$ cat config.mk
export PLATFORM = sky130hd
export DESIGN_NAME = rv_fetch
export DESIGN_NICKNAME = d
export VERILOG_FILES = /design/src/common/rvf_pkg.sv /design/src/fetch/fetch_ctrl.sv /design/src/fetch/parcel_queue.sv /design/src/fetch/rvc_expander.sv /design/src/fetch/rv_fetch.sv
export VERILOG_INCLUDE_DIRS = /design/src /design/src/common
export SDC_FILE = /design/constraint.sdc
export NUM_CORES = 1
export LEC_CHECK = 0
export ABC_AREA = 1
export BUFFER_PORTS_ARGS = -buffer_cell sky130_fd_sc_hd__buf_2
export CAP_MARGIN = 10
export CORE_UTILIZATION = 50
export DETAILED_ROUTE_END_ITERATION = 6
export HOLD_SLACK_MARGIN = 0.03
export PLACE_DENSITY = 0.69
export SYNTH_ARGS = -nofsm -noshare
export SYNTH_HDL_FRONTEND = slang
export SYNTH_HIERARCHICAL = 1
export SYNTH_SLANG_ARGS = --single-unit
$ cat constraint.sdc
create_clock -name clk_i -period 6.96 [get_ports clk_i]
set_input_delay 0.348 -clock clk_i [delete_from_list [all_inputs] [get_ports clk_i]]
set_output_delay 0.348 -clock clk_i [all_outputs]
set_load 0.02 [all_outputs]
$ cat src/common/rvf_settings.svh
// Constants for the RV32 fetch unit
// Include wherever reset values, queue size or fixed encodings are needed
`ifndef RVF_SETTINGS_SVH
`define RVF_SETTINGS_SVH

// Program counter after reset
`define RVF_PC_INIT 32'h0000_0200

// Parcel queue capacity, in 16-bit parcels
`define RVF_QUEUE_DEPTH 8

// addi x0,x0,0
`define RVF_NOP 32'h0000_0013

// Wait for interrupt, issued as a NOP
`define RVF_WFI 32'h1050_0073

`endif

$ cat src/common/rvf_pkg.sv
// Types shared by the fetch unit RTL and its testbench
// Import inside module bodies, use scoped names in port lists
`default_nettype none

`include "rvf_settings.svh"

package rvf_pkg;

  //////////////////////////////
  // Instruction data
  //////////////////////////////

  typedef logic [15:0] parcel_t;  // One RVC sized chunk
  typedef logic [31:0] insn_t;    // Full RV32 instruction

  // Fill level of the parcel queue, 0 up to full
  typedef logic [$clog2(`RVF_QUEUE_DEPTH + 1)-1:0] q_count_t;

  typedef struct packed {
    parcel_t parcel;
    logic    fault;   // Word came back with a bus error
  } queue_entry_t;

  //////////////////////////////
  // Wishbone classic
  //////////////////////////////

  typedef struct packed {
    logic        cyc;
    logic        stb;
    logic [31:0] adr;  // Byte address, word aligned
  } wb_req_t;

  typedef struct packed {
    logic        ack;
    logic        err;
    logic [31:0] dat;
  } wb_rsp_t;

  //////////////////////////////
  // Decode side
  //////////////////////////////

  // One instruction handed to decode
  typedef struct packed {
    logic [31:0] pc;
    insn_t       instr;         // Already expanded to 32 bits
    logic        illegal;       // Reserved or unsupported RVC
    logic        access_fault;  // Any consumed parcel faulted
  } fetch_out_t;

endpackage

`default_nettype wire

$ cat src/fetch/fetch_ctrl.sv
// Fetch control: Wishbone master, redirect handling, PC and output register
// Decides when a whole instruction sits at the queue head and consumes it
`timescale 1ns/1ps
`default_nettype none

`include "rvf_settings.svh"

module fetch_ctrl (
  input  wire                    clk_i,
  input  wire                    rst_ni,
  input  wire rvf_pkg::wb_rsp_t  wb_rsp_i,
  input  wire                    redirect_i,
  input  wire [31:0]             redirect_pc_i,
  input  wire                    out_ready_i,
  input  wire rvf_pkg::q_count_t q_count_i,
  input  wire                    q_pair_i,
  input  wire rvf_pkg::insn_t    exp_insn_i,
  input  wire                    exp_compressed_i,
  input  wire                    exp_illegal_i,
  input  wire [1:0]              q_head_fault_i,
  output rvf_pkg::wb_req_t       wb_req_o,
  output logic                   q_push_o,
  output logic [31:0]            q_word_o,
  output logic                   q_fault_o,
  output logic                   q_drop_low_o,
  output logic                   q_flush_o,
  output logic [1:0]             q_pop_o,
  output rvf_pkg::fetch_out_t    out_o,
  output logic                   out_valid_o
);
  import rvf_pkg::*;

  // Highest fill level that still leaves room for a whole word
  localparam q_count_t FREE_LIMIT = q_count_t'(`RVF_QUEUE_DEPTH - 2);

  logic        cyc_q;
  logic        discard_q;   // Open transfer belongs to the old stream
  logic        drop_low_q;  // Target was the upper half of a word
  logic [31:0] adr_q;
  logic [31:0] pend_adr_q;  // Redirect target waiting for the bus
  logic [31:0] pc_q;        // PC of the queue head
  logic        out_valid_q;
  fetch_out_t  out_q;
  logic        resp;
  logic        accept;
  logic        present;
  logic        take;
  logic        fault;

  //////////////////////////////
  // Bus side
  //////////////////////////////

  assign resp   = cyc_q & (wb_rsp_i.ack | wb_rsp_i.err);
  assign accept = resp & ~discard_q & ~redirect_i;

  always_ff @(posedge clk_i or negedge rst_ni)
  begin
    if (!rst_ni)
    begin
      cyc_q     <= 1'b0;
      discard_q <= 1'b0;
    end
    else if (cyc_q)
    begin
      if (resp)
      begin
        cyc_q     <= 1'b0;  // Always idle one cycle between transfers
        discard_q <= 1'b0;
      end
      else if (redirect_i)
        discard_q <= 1'b1;
    end
    else if (!redirect_i && q_count_i <= FREE_LIMIT)
      cyc_q <= 1'b1;
  end

  always_ff @(posedge clk_i or negedge rst_ni)
  begin
    if (!rst_ni)
    begin
      adr_q      <= `RVF_PC_INIT & ~32'h3;
      pend_adr_q <= `RVF_PC_INIT & ~32'h3;
      drop_low_q <= 1'b0;
    end
    else if (redirect_i)
    begin
      if (cyc_q && !resp)
        pend_adr_q <= {redirect_pc_i[31:2], 2'b00};  // Bus address held until the end
      else
        adr_q <= {redirect_pc_i[31:2], 2'b00};
      drop_low_q <= redirect_pc_i[1];
    end
    else if (resp && discard_q)
      adr_q <= pend_adr_q;
    else if (accept)
    begin
      adr_q      <= adr_q + 32'd4;
      drop_low_q <= 1'b0;  // Only the first word after a redirect
    end
  end

  assign wb_req_o     = '{cyc: cyc_q, stb: cyc_q, adr: adr_q};
  assign q_push_o     = accept;
  assign q_word_o     = wb_rsp_i.dat;
  assign q_fault_o    = wb_rsp_i.err;
  assign q_drop_low_o = drop_low_q;
  assign q_flush_o    = redirect_i;

  //////////////////////////////
  // Decode side
  //////////////////////////////

  // A 32-bit instruction needs both head parcels
  assign present = exp_compressed_i ? (q_count_i != '0) : q_pair_i;
  assign take    = present & (~out_valid_q | out_ready_i) & ~redirect_i;
  assign q_pop_o = take ? (exp_compressed_i ? 2'd1 : 2'd2) : 2'd0;
  assign fault   = q_head_fault_i[0] | (~exp_compressed_i & q_head_fault_i[1]);

  always_ff @(posedge clk_i or negedge rst_ni)
  begin
    if (!rst_ni)
    begin
      pc_q        <= `RVF_PC_INIT;
      out_valid_q <= 1'b0;
    end
    else if (redirect_i)
    begin
      pc_q        <= redirect_pc_i;
      out_valid_q <= 1'b0;
    end
    else if (take)
    begin
      pc_q        <= pc_q + (exp_compressed_i ? 32'd2 : 32'd4);
      out_valid_q <= 1'b1;
    end
    else if (out_ready_i)
      out_valid_q <= 1'b0;
  end

  // Held steady while decode stalls
  always_ff @(posedge clk_i)
  begin
    if (take)
      out_q <= '{pc: pc_q, instr: exp_insn_i, illegal: exp_illegal_i, access_fault: fault};
  end

  assign out_o       = out_q;
  assign out_valid_o = out_valid_q;

endmodule

`default_nettype wire

$ cat src/fetch/parcel_queue.sv
// Parcel queue between the bus and the instruction aligner
// Takes one or two parcels per bus word, releases one or two per instruction
`timescale 1ns/1ps
`default_nettype none

`include "rvf_settings.svh"

module parcel_queue (
  input  wire                         clk_i,
  input  wire                         rst_ni,
  input  wire                         push_i,
  input  wire [31:0]                  word_i,
  input  wire                         fault_i,
  input  wire                         drop_low_i,  // Keep only the upper parcel
  input  wire                         flush_i,
  input  wire [1:0]                   pop_i,       // Parcels consumed, 0 to 2
  output rvf_pkg::queue_entry_t [1:0] head_o,
  output rvf_pkg::q_count_t           count_o,
  output logic                        pair_o
);
  import rvf_pkg::*;

  localparam int DEPTH = `RVF_QUEUE_DEPTH;

  queue_entry_t [DEPTH-1:0] q_r;      // Entry 0 is the oldest
  queue_entry_t [DEPTH-1:0] q_nxt;
  queue_entry_t [DEPTH+1:0] q_ext;    // Padded so a pop never reads past the end
  queue_entry_t             lo_entry;
  queue_entry_t             hi_entry;
  q_count_t                 count_r;
  q_count_t                 base;     // Fill level after the pop
  q_count_t                 count_nxt;

  assign lo_entry = '{parcel: word_i[15:0], fault: fault_i};
  assign hi_entry = '{parcel: word_i[31:16], fault: fault_i};
  assign base     = count_r - q_count_t'(pop_i);

  //////////////////////////////
  // Next state
  //////////////////////////////

  // Pop shifts down first, push then appends behind what is left
  always_comb
  begin
    q_ext            = '0;
    q_ext[DEPTH-1:0] = q_r;
    for (int i = 0; i < DEPTH; i++)
    begin
      q_nxt[i] = q_ext[i + int'(pop_i)];
      if (push_i && i == int'(base))
        q_nxt[i] = drop_low_i ? hi_entry : lo_entry;
      if (push_i && !drop_low_i && i == int'(base) + 1)
        q_nxt[i] = hi_entry;   // Upper half right behind the lower
    end
  end

  always_comb
  begin
    count_nxt = base;
    if (push_i)
      count_nxt = base + (drop_low_i ? q_count_t'(1) : q_count_t'(2));
  end

  //////////////////////////////
  // Storage
  //////////////////////////////

  always_ff @(posedge clk_i or negedge rst_ni)
  begin
    if (!rst_ni)
      count_r <= '0;
    else if (flush_i)
      count_r <= '0;   // Stale parcels become invisible
    else
      count_r <= count_nxt;
  end

  always_ff @(posedge clk_i)
  begin
    q_r <= q_nxt;
  end

  assign head_o  = q_r[1:0];
  assign count_o = count_r;
  assign pair_o  = (count_r >= q_count_t'(2));

endmodule

`default_nettype wire

$ cat src/fetch/rvc_expander.sv
// Instruction length decode and RVC to RV32 expansion
// Purely combinational, looks at the two oldest queue parcels
`timescale 1ns/1ps
`default_nettype none

`include "rvf_settings.svh"

module rvc_expander (
  input  wire rvf_pkg::parcel_t [1:0] head_i,   // Index 0 is the first parcel
  output rvf_pkg::insn_t              insn_o,
  output logic                        compressed_o,
  output logic                        illegal_o
);
  import rvf_pkg::*;

  localparam logic [6:0] OP_IMM = 7'b0010011;
  localparam logic [6:0] OP_REG = 7'b0110011;
  localparam logic [6:0] OP_LUI = 7'b0110111;

  parcel_t     p;
  logic [4:0]  rd;
  logic [4:0]  rs2;
  logic [4:0]  rd_p;     // x8..x15 forms
  logic [4:0]  rs2_p;
  logic [11:0] imm6;     // CI immediate, sign extended
  insn_t       word;

  // I-type with funct3 000, covers addi
  function automatic insn_t enc_i(input logic [11:0] imm, input logic [4:0] rs1,
                                  input logic [4:0] rd_f);
    return {imm, rs1, 3'b000, rd_f, OP_IMM};
  endfunction

  // R-type register ALU ops
  function automatic insn_t enc_r(input logic [6:0] f7, input logic [4:0] rs2_f,
                                  input logic [4:0] rs1, input logic [2:0] f3,
                                  input logic [4:0] rd_f);
    return {f7, rs2_f, rs1, f3, rd_f, OP_REG};
  endfunction

  assign p     = head_i[0];
  assign rd    = p[11:7];
  assign rs2   = p[6:2];
  assign rd_p  = {2'b01, p[9:7]};
  assign rs2_p = {2'b01, p[4:2]};
  assign imm6  = {{6{p[12]}}, p[12], p[6:2]};
  assign word  = {head_i[1], head_i[0]};

  assign compressed_o = (p[1:0] != 2'b11);

  //////////////////////////////
  // Expansion
  //////////////////////////////

  always_comb
  begin
    insn_o    = {16'h0000, p};   // Illegal parcels pass zero extended
    illegal_o = 1'b1;
    if (!compressed_o)
    begin
      illegal_o = 1'b0;
      insn_o    = (word == `RVF_WFI) ? `RVF_NOP : word;   // WFI does nothing here
    end
    else
    begin
      case ({p[15:13], p[1:0]})
        5'b000_01:   // C.NOP and C.ADDI
        begin
          illegal_o = 1'b0;
          insn_o    = (rd == 5'd0) ? `RVF_NOP : enc_i(imm6, rd, rd);
        end
        5'b010_01:   // C.LI
        begin
          illegal_o = 1'b0;
          insn_o    = enc_i(imm6, 5'd0, rd);
        end
        5'b011_01:   // C.LUI, rd 2 would be C.ADDI16SP
        begin
          if (rd != 5'd0 && rd != 5'd2 && {p[12], p[6:2]} != 6'd0)
          begin
            illegal_o = 1'b0;
            insn_o    = {{14{p[12]}}, p[12], p[6:2], rd, OP_LUI};
          end
        end
        5'b100_01:   // Register ALU group, shifts and ANDI not kept
        begin
          if (p[12:10] == 3'b011)
          begin
            illegal_o = 1'b0;
            case (p[6:5])
              2'b00:   insn_o = enc_r(7'b0100000, rs2_p, rd_p, 3'b000, rd_p);  // SUB
              2'b01:   insn_o = enc_r(7'b0000000, rs2_p, rd_p, 3'b100, rd_p);  // XOR
              2'b10:   insn_o = enc_r(7'b0000000, rs2_p, rd_p, 3'b110, rd_p);  // OR
              default: insn_o = enc_r(7'b0000000, rs2_p, rd_p, 3'b111, rd_p);  // AND
            endcase
          end
        end
        5'b100_10:   // C.MV and C.ADD, rs2 zero means a jump or EBREAK
        begin
          if (rs2 != 5'd0)
          begin
            illegal_o = 1'b0;
            insn_o    = enc_r(7'b0000000, rs2, p[12] ? rd : 5'd0, 3'b000, rd);
          end
        end
        default:
        begin
          illegal_o = 1'b1;   // Loads, stores, jumps, branches, reserved
        end
      endcase
    end
  end

endmodule

`default_nettype wire

$ cat src/fetch/rv_fetch.sv
// RV32 instruction fetch with RVC support
// Reads memory over Wishbone and hands one instruction at a time to decode
`timescale 1ns/1ps
`default_nettype none

module rv_fetch (
  input  wire                   clk_i,
  input  wire                   rst_ni,
  output rvf_pkg::wb_req_t      wb_req_o,
  input  wire rvf_pkg::wb_rsp_t wb_rsp_i,
  input  wire                   redirect_i,
  input  wire [31:0]            redirect_pc_i,
  output rvf_pkg::fetch_out_t   out_o,
  output logic                  out_valid_o,
  input  wire                   out_ready_i
);
  import rvf_pkg::*;

  // Control to queue
  logic                     q_push;
  logic [31:0]              q_word;
  logic                     q_fault;
  logic                     q_drop_low;
  logic                     q_flush;
  logic [1:0]               q_pop;

  // Queue status and head
  queue_entry_t [1:0]       q_head;
  q_count_t                 q_count;
  logic                     q_pair;

  // Expander results
  insn_t                    exp_insn;
  logic                     exp_compressed;
  logic                     exp_illegal;

  fetch_ctrl i_fetch_ctrl (
    .clk_i            (clk_i),
    .rst_ni           (rst_ni),
    .wb_req_o         (wb_req_o),
    .wb_rsp_i         (wb_rsp_i),
    .redirect_i       (redirect_i),
    .redirect_pc_i    (redirect_pc_i),
    .out_ready_i      (out_ready_i),
    .q_count_i        (q_count),
    .q_pair_i         (q_pair),
    .exp_insn_i       (exp_insn),
    .exp_compressed_i (exp_compressed),
    .exp_illegal_i    (exp_illegal),
    .q_head_fault_i   ({q_head[1].fault, q_head[0].fault}),
    .q_push_o         (q_push),
    .q_word_o         (q_word),
    .q_fault_o        (q_fault),
    .q_drop_low_o     (q_drop_low),
    .q_flush_o        (q_flush),
    .q_pop_o          (q_pop),
    .out_o            (out_o),
    .out_valid_o      (out_valid_o)
  );

  parcel_queue i_parcel_queue (
    .clk_i      (clk_i),
    .rst_ni     (rst_ni),
    .push_i     (q_push),
    .word_i     (q_word),
    .fault_i    (q_fault),
    .drop_low_i (q_drop_low),
    .flush_i    (q_flush),
    .pop_i      (q_pop),
    .head_o     (q_head),
    .count_o    (q_count),
    .pair_o     (q_pair)
  );

  // Sees the two oldest parcels, valid or not
  rvc_expander i_rvc_expander (
    .head_i       ({q_head[1].parcel, q_head[0].parcel}),
    .insn_o       (exp_insn),
    .compressed_o (exp_compressed),
    .illegal_o    (exp_illegal)
  );

endmodule

`default_nettype wire

# Word-level counts from Yosys, hierarchy flattened
# Index checks and enable logic that the tools add are counted.
# op_classes
mux	77
n_addsub	12
n_eq_ne	27
bitwise_logic	13
order_cmp	10
reduce_logical	43
# op_table
op	n
2-to-1 mux 17 bit	32
binary-select mux 17 bit (select 4 bit)	7
2-to-1 mux 32 bit	11
less-than comparator 32 x 6 -> 1 bit (second input constant)	7
case mux 32 bit (5 select lines)	1
equality test 4 x 32 -> 1 bit (first input constant)	4
case mux 31 bit (3 select lines)	1
equality test 3 x 32 -> 1 bit (first input constant)	2
binary-select mux 17 bit (select 2 bit)	1
adder 32 x 3 -> 32 bit (second input constant)	1
adder 32 bit	1
equality test 2 x 32 -> 1 bit (first input constant)	1
equality test 32 x 29 -> 1 bit (second input constant)	1
zero test 32 bit	1
2-to-1 mux 25 bit	1
logical AND 1 bit	22
adder 3 x 2 -> 4 bit (first input constant)	4
equality test 4 bit (first input constant)	4
2-to-1 mux 1 bit	15
equality test 5 x 4 -> 1 bit (second input constant)	2
equality test 5 bit (second input constant)	2
nonzero test 5 bit	2
equality test 3 x 4 -> 1 bit (first input constant)	2
2-to-1 mux 4 bit	2
other kinds (32)	55
# word_totals
input_bits	70
ff_bits	304
wordCells	210
output_inout_bits	101

# Longest topological paths before layout
# logic_depth
depth_word	11
mapped_depth	23
mapped_depth_nobuf	19

# Cells and area by module
# The synthesis kept the hierarchy.
# modules_own_cells
module	instances	seq_area_each_um2	area_each_um2	cells_each
parcel_queue	1	2822.7	10814.1	1870
fetch_ctrl	1	4388.0	8483.1	1008
rvc_expander	1	0.0	1066.0	240

# Worst setup path before layout
# No wires, ideal clock.
# synth_path
path_kind	reg-to-reg
from	reg i_parcel_queue.q_r (netlist bit i_parcel_queue/head_o[2])
to	reg i_parcel_queue.q_r (netlist bit i_parcel_queue/q_ext[69])
t_arrival_ns	4.473
path_slack_ns	2.374
required_time_ns	6.847
synth_period_minus_slack_ns	4.586
setup_time_ns	0.113
path_stages_with_launch	20
path_cell_list	dfxtp_1 buf_4 nand2_1 inv_1 nor2_1 nand2_1 o211ai_2 nor2_2 buf_2 nand2_1 inv_1 clkinv_1 clkbuf_1 fa_1 inv_2 nor3_4 nand4_4 buf_2 nand3_1 nand2_1
# synth_lines
item	line_no	source
start, declared	parcel_queue.sv:25	queue_entry_t [DEPTH-1:0] q_r;
start signal, assigned	parcel_queue.sv:80	q_r <= q_nxt;

==> metrics <==
Ports=171; final setup vio count=0; #FFs+latches synth=302; P&R area growth vs syn=7.44%; GRT overflow=0; Slew @ Worst Pin=1230 ps; fin nets=3172; routed length per instance=19.9 um; Port Buffer Count=168; max incr delay on CP=1000 ps; top cells by count, synth=nand2_1, nand3_1, inv_1, nor2_1, o21ai_0; failing checks=design-rule violations; Reg area=7210 um^2; DIE HEIGHT=204 um; CP Capture Type=flop; Setup TNS Final=0 ps; DRT Pass-1 Iters=7; Synth Cell Area=20400 um^2; most used cell, CP=nand2_1; Final GP Congestion=0.924; Post-synth EDFFs=66; Routed WL=72.6 mm; YS warnings=6; fin. max-slew vios=0; crit path launch type=flop; RSZ-0062 raised after global routing=false; register area share after synthesis=0.354; vias per inst=5.83; largest area contributor in the synthesized netlist=nand2_1; vias in the first global route=19460; Worst R2R Setup Slack=1300 ps; Worst Skew=19.1 ps; crit-path cells=nand2_1 -> inv_1 -> nor2_1 -> nand2_1 -> o211ai_2 -> nor2_4 -> buf_4 -> nand2_1 -> inv_2 -> clkinv_1 -> fa_1 -> inv_2 -> nor3_4 -> nand4_4 -> inv_2 -> nand2_1 -> nand2_1; first-pass GRT wire length=112 mm; CORE AREA=39900 um^2; Slowest cell on crit path=fa_1; detailed router's first-iteration violation count=2494; Root Buffer=clkbuf_16; pwr/cell area=553 nW/um^2; Num CTS Buffers=36; final worst path period need=5660 ps; die area=41500 um^2; crit path kind=flop to flop; die width=204 um; most used flip-flop cell after synthesis=dfxtp_1; multi-input combinational cell area=10900 um^2; number of fill cells=3944; fmax=177 MHz; pre-CTS setup slack=1430 ps; cells after synthesis=3118; Synth area leaders=nand2_1, dfxtp_1, dfrtp_1, nand3_1, edfxtp_1; asr flop ratio synth=0.331; gr usage total=0.348; post-CTS setup repair buffer count=0; clock slew at reported path FFs=60 ps; # hold bufs at CTS=2; Worst VDD drop=0.268 mV; # DRC=10; Slew headroom=0.176; vias=21262; average size of a mapped cell=6.53 um^2; starting density of the core=0.510; arrival time at the worst endpoint=6160 ps; row cnt=73; CP Max Fanout=36; Clk Latency, worst-skew pair=560 ps; Leak=10.7 nW; CTS tree=yes; period utilisation layout=0.813; post-route ant nets=0; largest net degree at the start of global routing=163; worst endpoint required time=7460 ps; status=finished with violations; CTS resizes=0; clk buf depth=3; DP HPWL=51.0 mm; Final Hold Fails=0; top-area cell type share of the netlist area=0.223; most common cell in the netlist=nand2_1; final worst slack=1300 ps; type of the worst min-delay path=input pin to flop; initial antenna violation count=0; Maximum Capacitance Violations=0; CTS H-tree lvls=2; layout cells sized above 1=0.118; Yosys cell types=54; Num Clock Sinks=302
==> cell usage in the layout (no fill, tap or decap), types with 4 or more instances in the layout <==
master / n
nand2_4: 5
o21ai_1: 27
nand4_4: 6
nand2_2: 9
o22ai_1: 5
nand3_2: 15
nand4_1: 129
a31oi_1: 8
ha_1: 8
clkbuf_1: 12
or2_2: 12
dfxtp_1: 136
nor2_4: 10
nor2_1: 162
dfrtp_1: 97
edfxtp_1: 66
a21oi_1: 62
clkbuf_16: 36
nand2_1: 1210
a21oi_2: 5
clkinv_1: 7
xor2_1: 18
nand3b_1: 8
nor3_2: 5
nand3_1: 417
o21bai_1: 5
buf_2: 167
nor3_4: 4
nor3_1: 9
o21ai_0: 147
o211ai_1: 24
buf_4: 25
clkinv_2: 5
inv_2: 22
clkbuf_8: 8
inv_1: 173
nor2_2: 15
==> flip-flops by register name (all words and copies together) (netlist names) <==
name and flops:
i_fetch_ctrl/adr_q 30, i_fetch_ctrl/cyc_q 1, i_fetch_ctrl/discard_q 1, i_fetch_ctrl/out_o 66, i_fetch_ctrl/out_valid_o 1, i_fetch_ctrl/pc_q 32
i_fetch_ctrl/pend_adr_q 30, i_fetch_ctrl/q_drop_low_o 1, i_parcel_queue/count_o 4, i_parcel_queue/head_o 34, i_parcel_queue/q_ext 102
==> final timing paths <==
| check | to | cells past startpoint | start |
|---|---|---|---|
| max | i_parcel_queue/q_ext[80] | 17 | i_parcel_queue/head_o[2] |
| max in group asynchronous | i_fetch_ctrl/pc_q[7] | 3 | rst_ni |
| min | i_fetch_ctrl/pc_q[31] | 3 | redirect_pc_i[31] |
| max reg2reg | i_parcel_queue/q_ext[80] | 17 | i_parcel_queue/head_o[2] |
| min in group asynchronous | i_fetch_ctrl/adr_q[25] | 2 | rst_ni |
| min reg2reg | i_fetch_ctrl/out_o[34] | 0 | i_fetch_ctrl/pc_q[0] |
==> cell families after synthesis <==
| logic type | count (synthesis) | synth area share |
|---|---|---|
| adder cells (fa/ha/maj) | 12 | 0.00848 |
| multiplexers | 2 | 0.000983 |
| AO/OA/AOI/OAI | 288 | 0.0774 |
| buffers and inverters | 470 | 0.110 |
| XOR/XNOR | 20 | 0.00860 |
| other | 1 | 0.000184 |
| AND/OR/NAND/NOR | 2023 | 0.441 |
| flip-flops | 302 | 0.354 |
==> layout make-up <==
class                   instances  area share
diodes                          3    0.000343
flip-flops and latches        302       0.330
clock inverters                 9     0.00583
inverters                     207      0.0360
multi-input cells            2347       0.500
clock buffers                  56      0.0483
repair buffers                196      0.0499
well taps                     525      0.0300
==> per-stage QoR <==
stage	hold WS, ps	total power [mW]	std cells	utilization	instance area [um^2]
after floorplan	52.4	8.37	3119	-	20400
after global placement	296	9.94	3574	0.517	20600
after detailed placement	298	10.0	3575	0.518	20700
after CTS	61.4	12.0	3642	0.548	21900
after global routing	94.9	13.1	3642	0.548	21900
final	74.3	12.1	3645	0.548	21900
==> where the power goes <==
part / internal (mW) / switching, mW / leakage (nW)
combinational: 1.97 / 4.59 / 7.11
clock: 1.13 / 0.784 / 0.578
sequential: 2.79 / 0.824 / 2.97
==> worst max-delay path, delay by kind of cell (launching register included) <==
family | cells | cell delay (ps)
simple gates | 9 | 2080
buf+inv | 6 | 1900
fa+ha+maj | 1 | 1000
flops | 1 | 450
compound gates | 1 | 140
==> routing by layer <==
layer	wire length, um	track usage	vias up	share of wire
met2	32200	0.541	1183	0.44
met3	6680	0.0472	195	0.092
met5	0	0	-	0
met4	4060	0.203	0	0.056
met1	29700	0.463	9784	0.41
li1	-	-	10100	-
No activity file was read; power rests on OpenSTA's default activity.
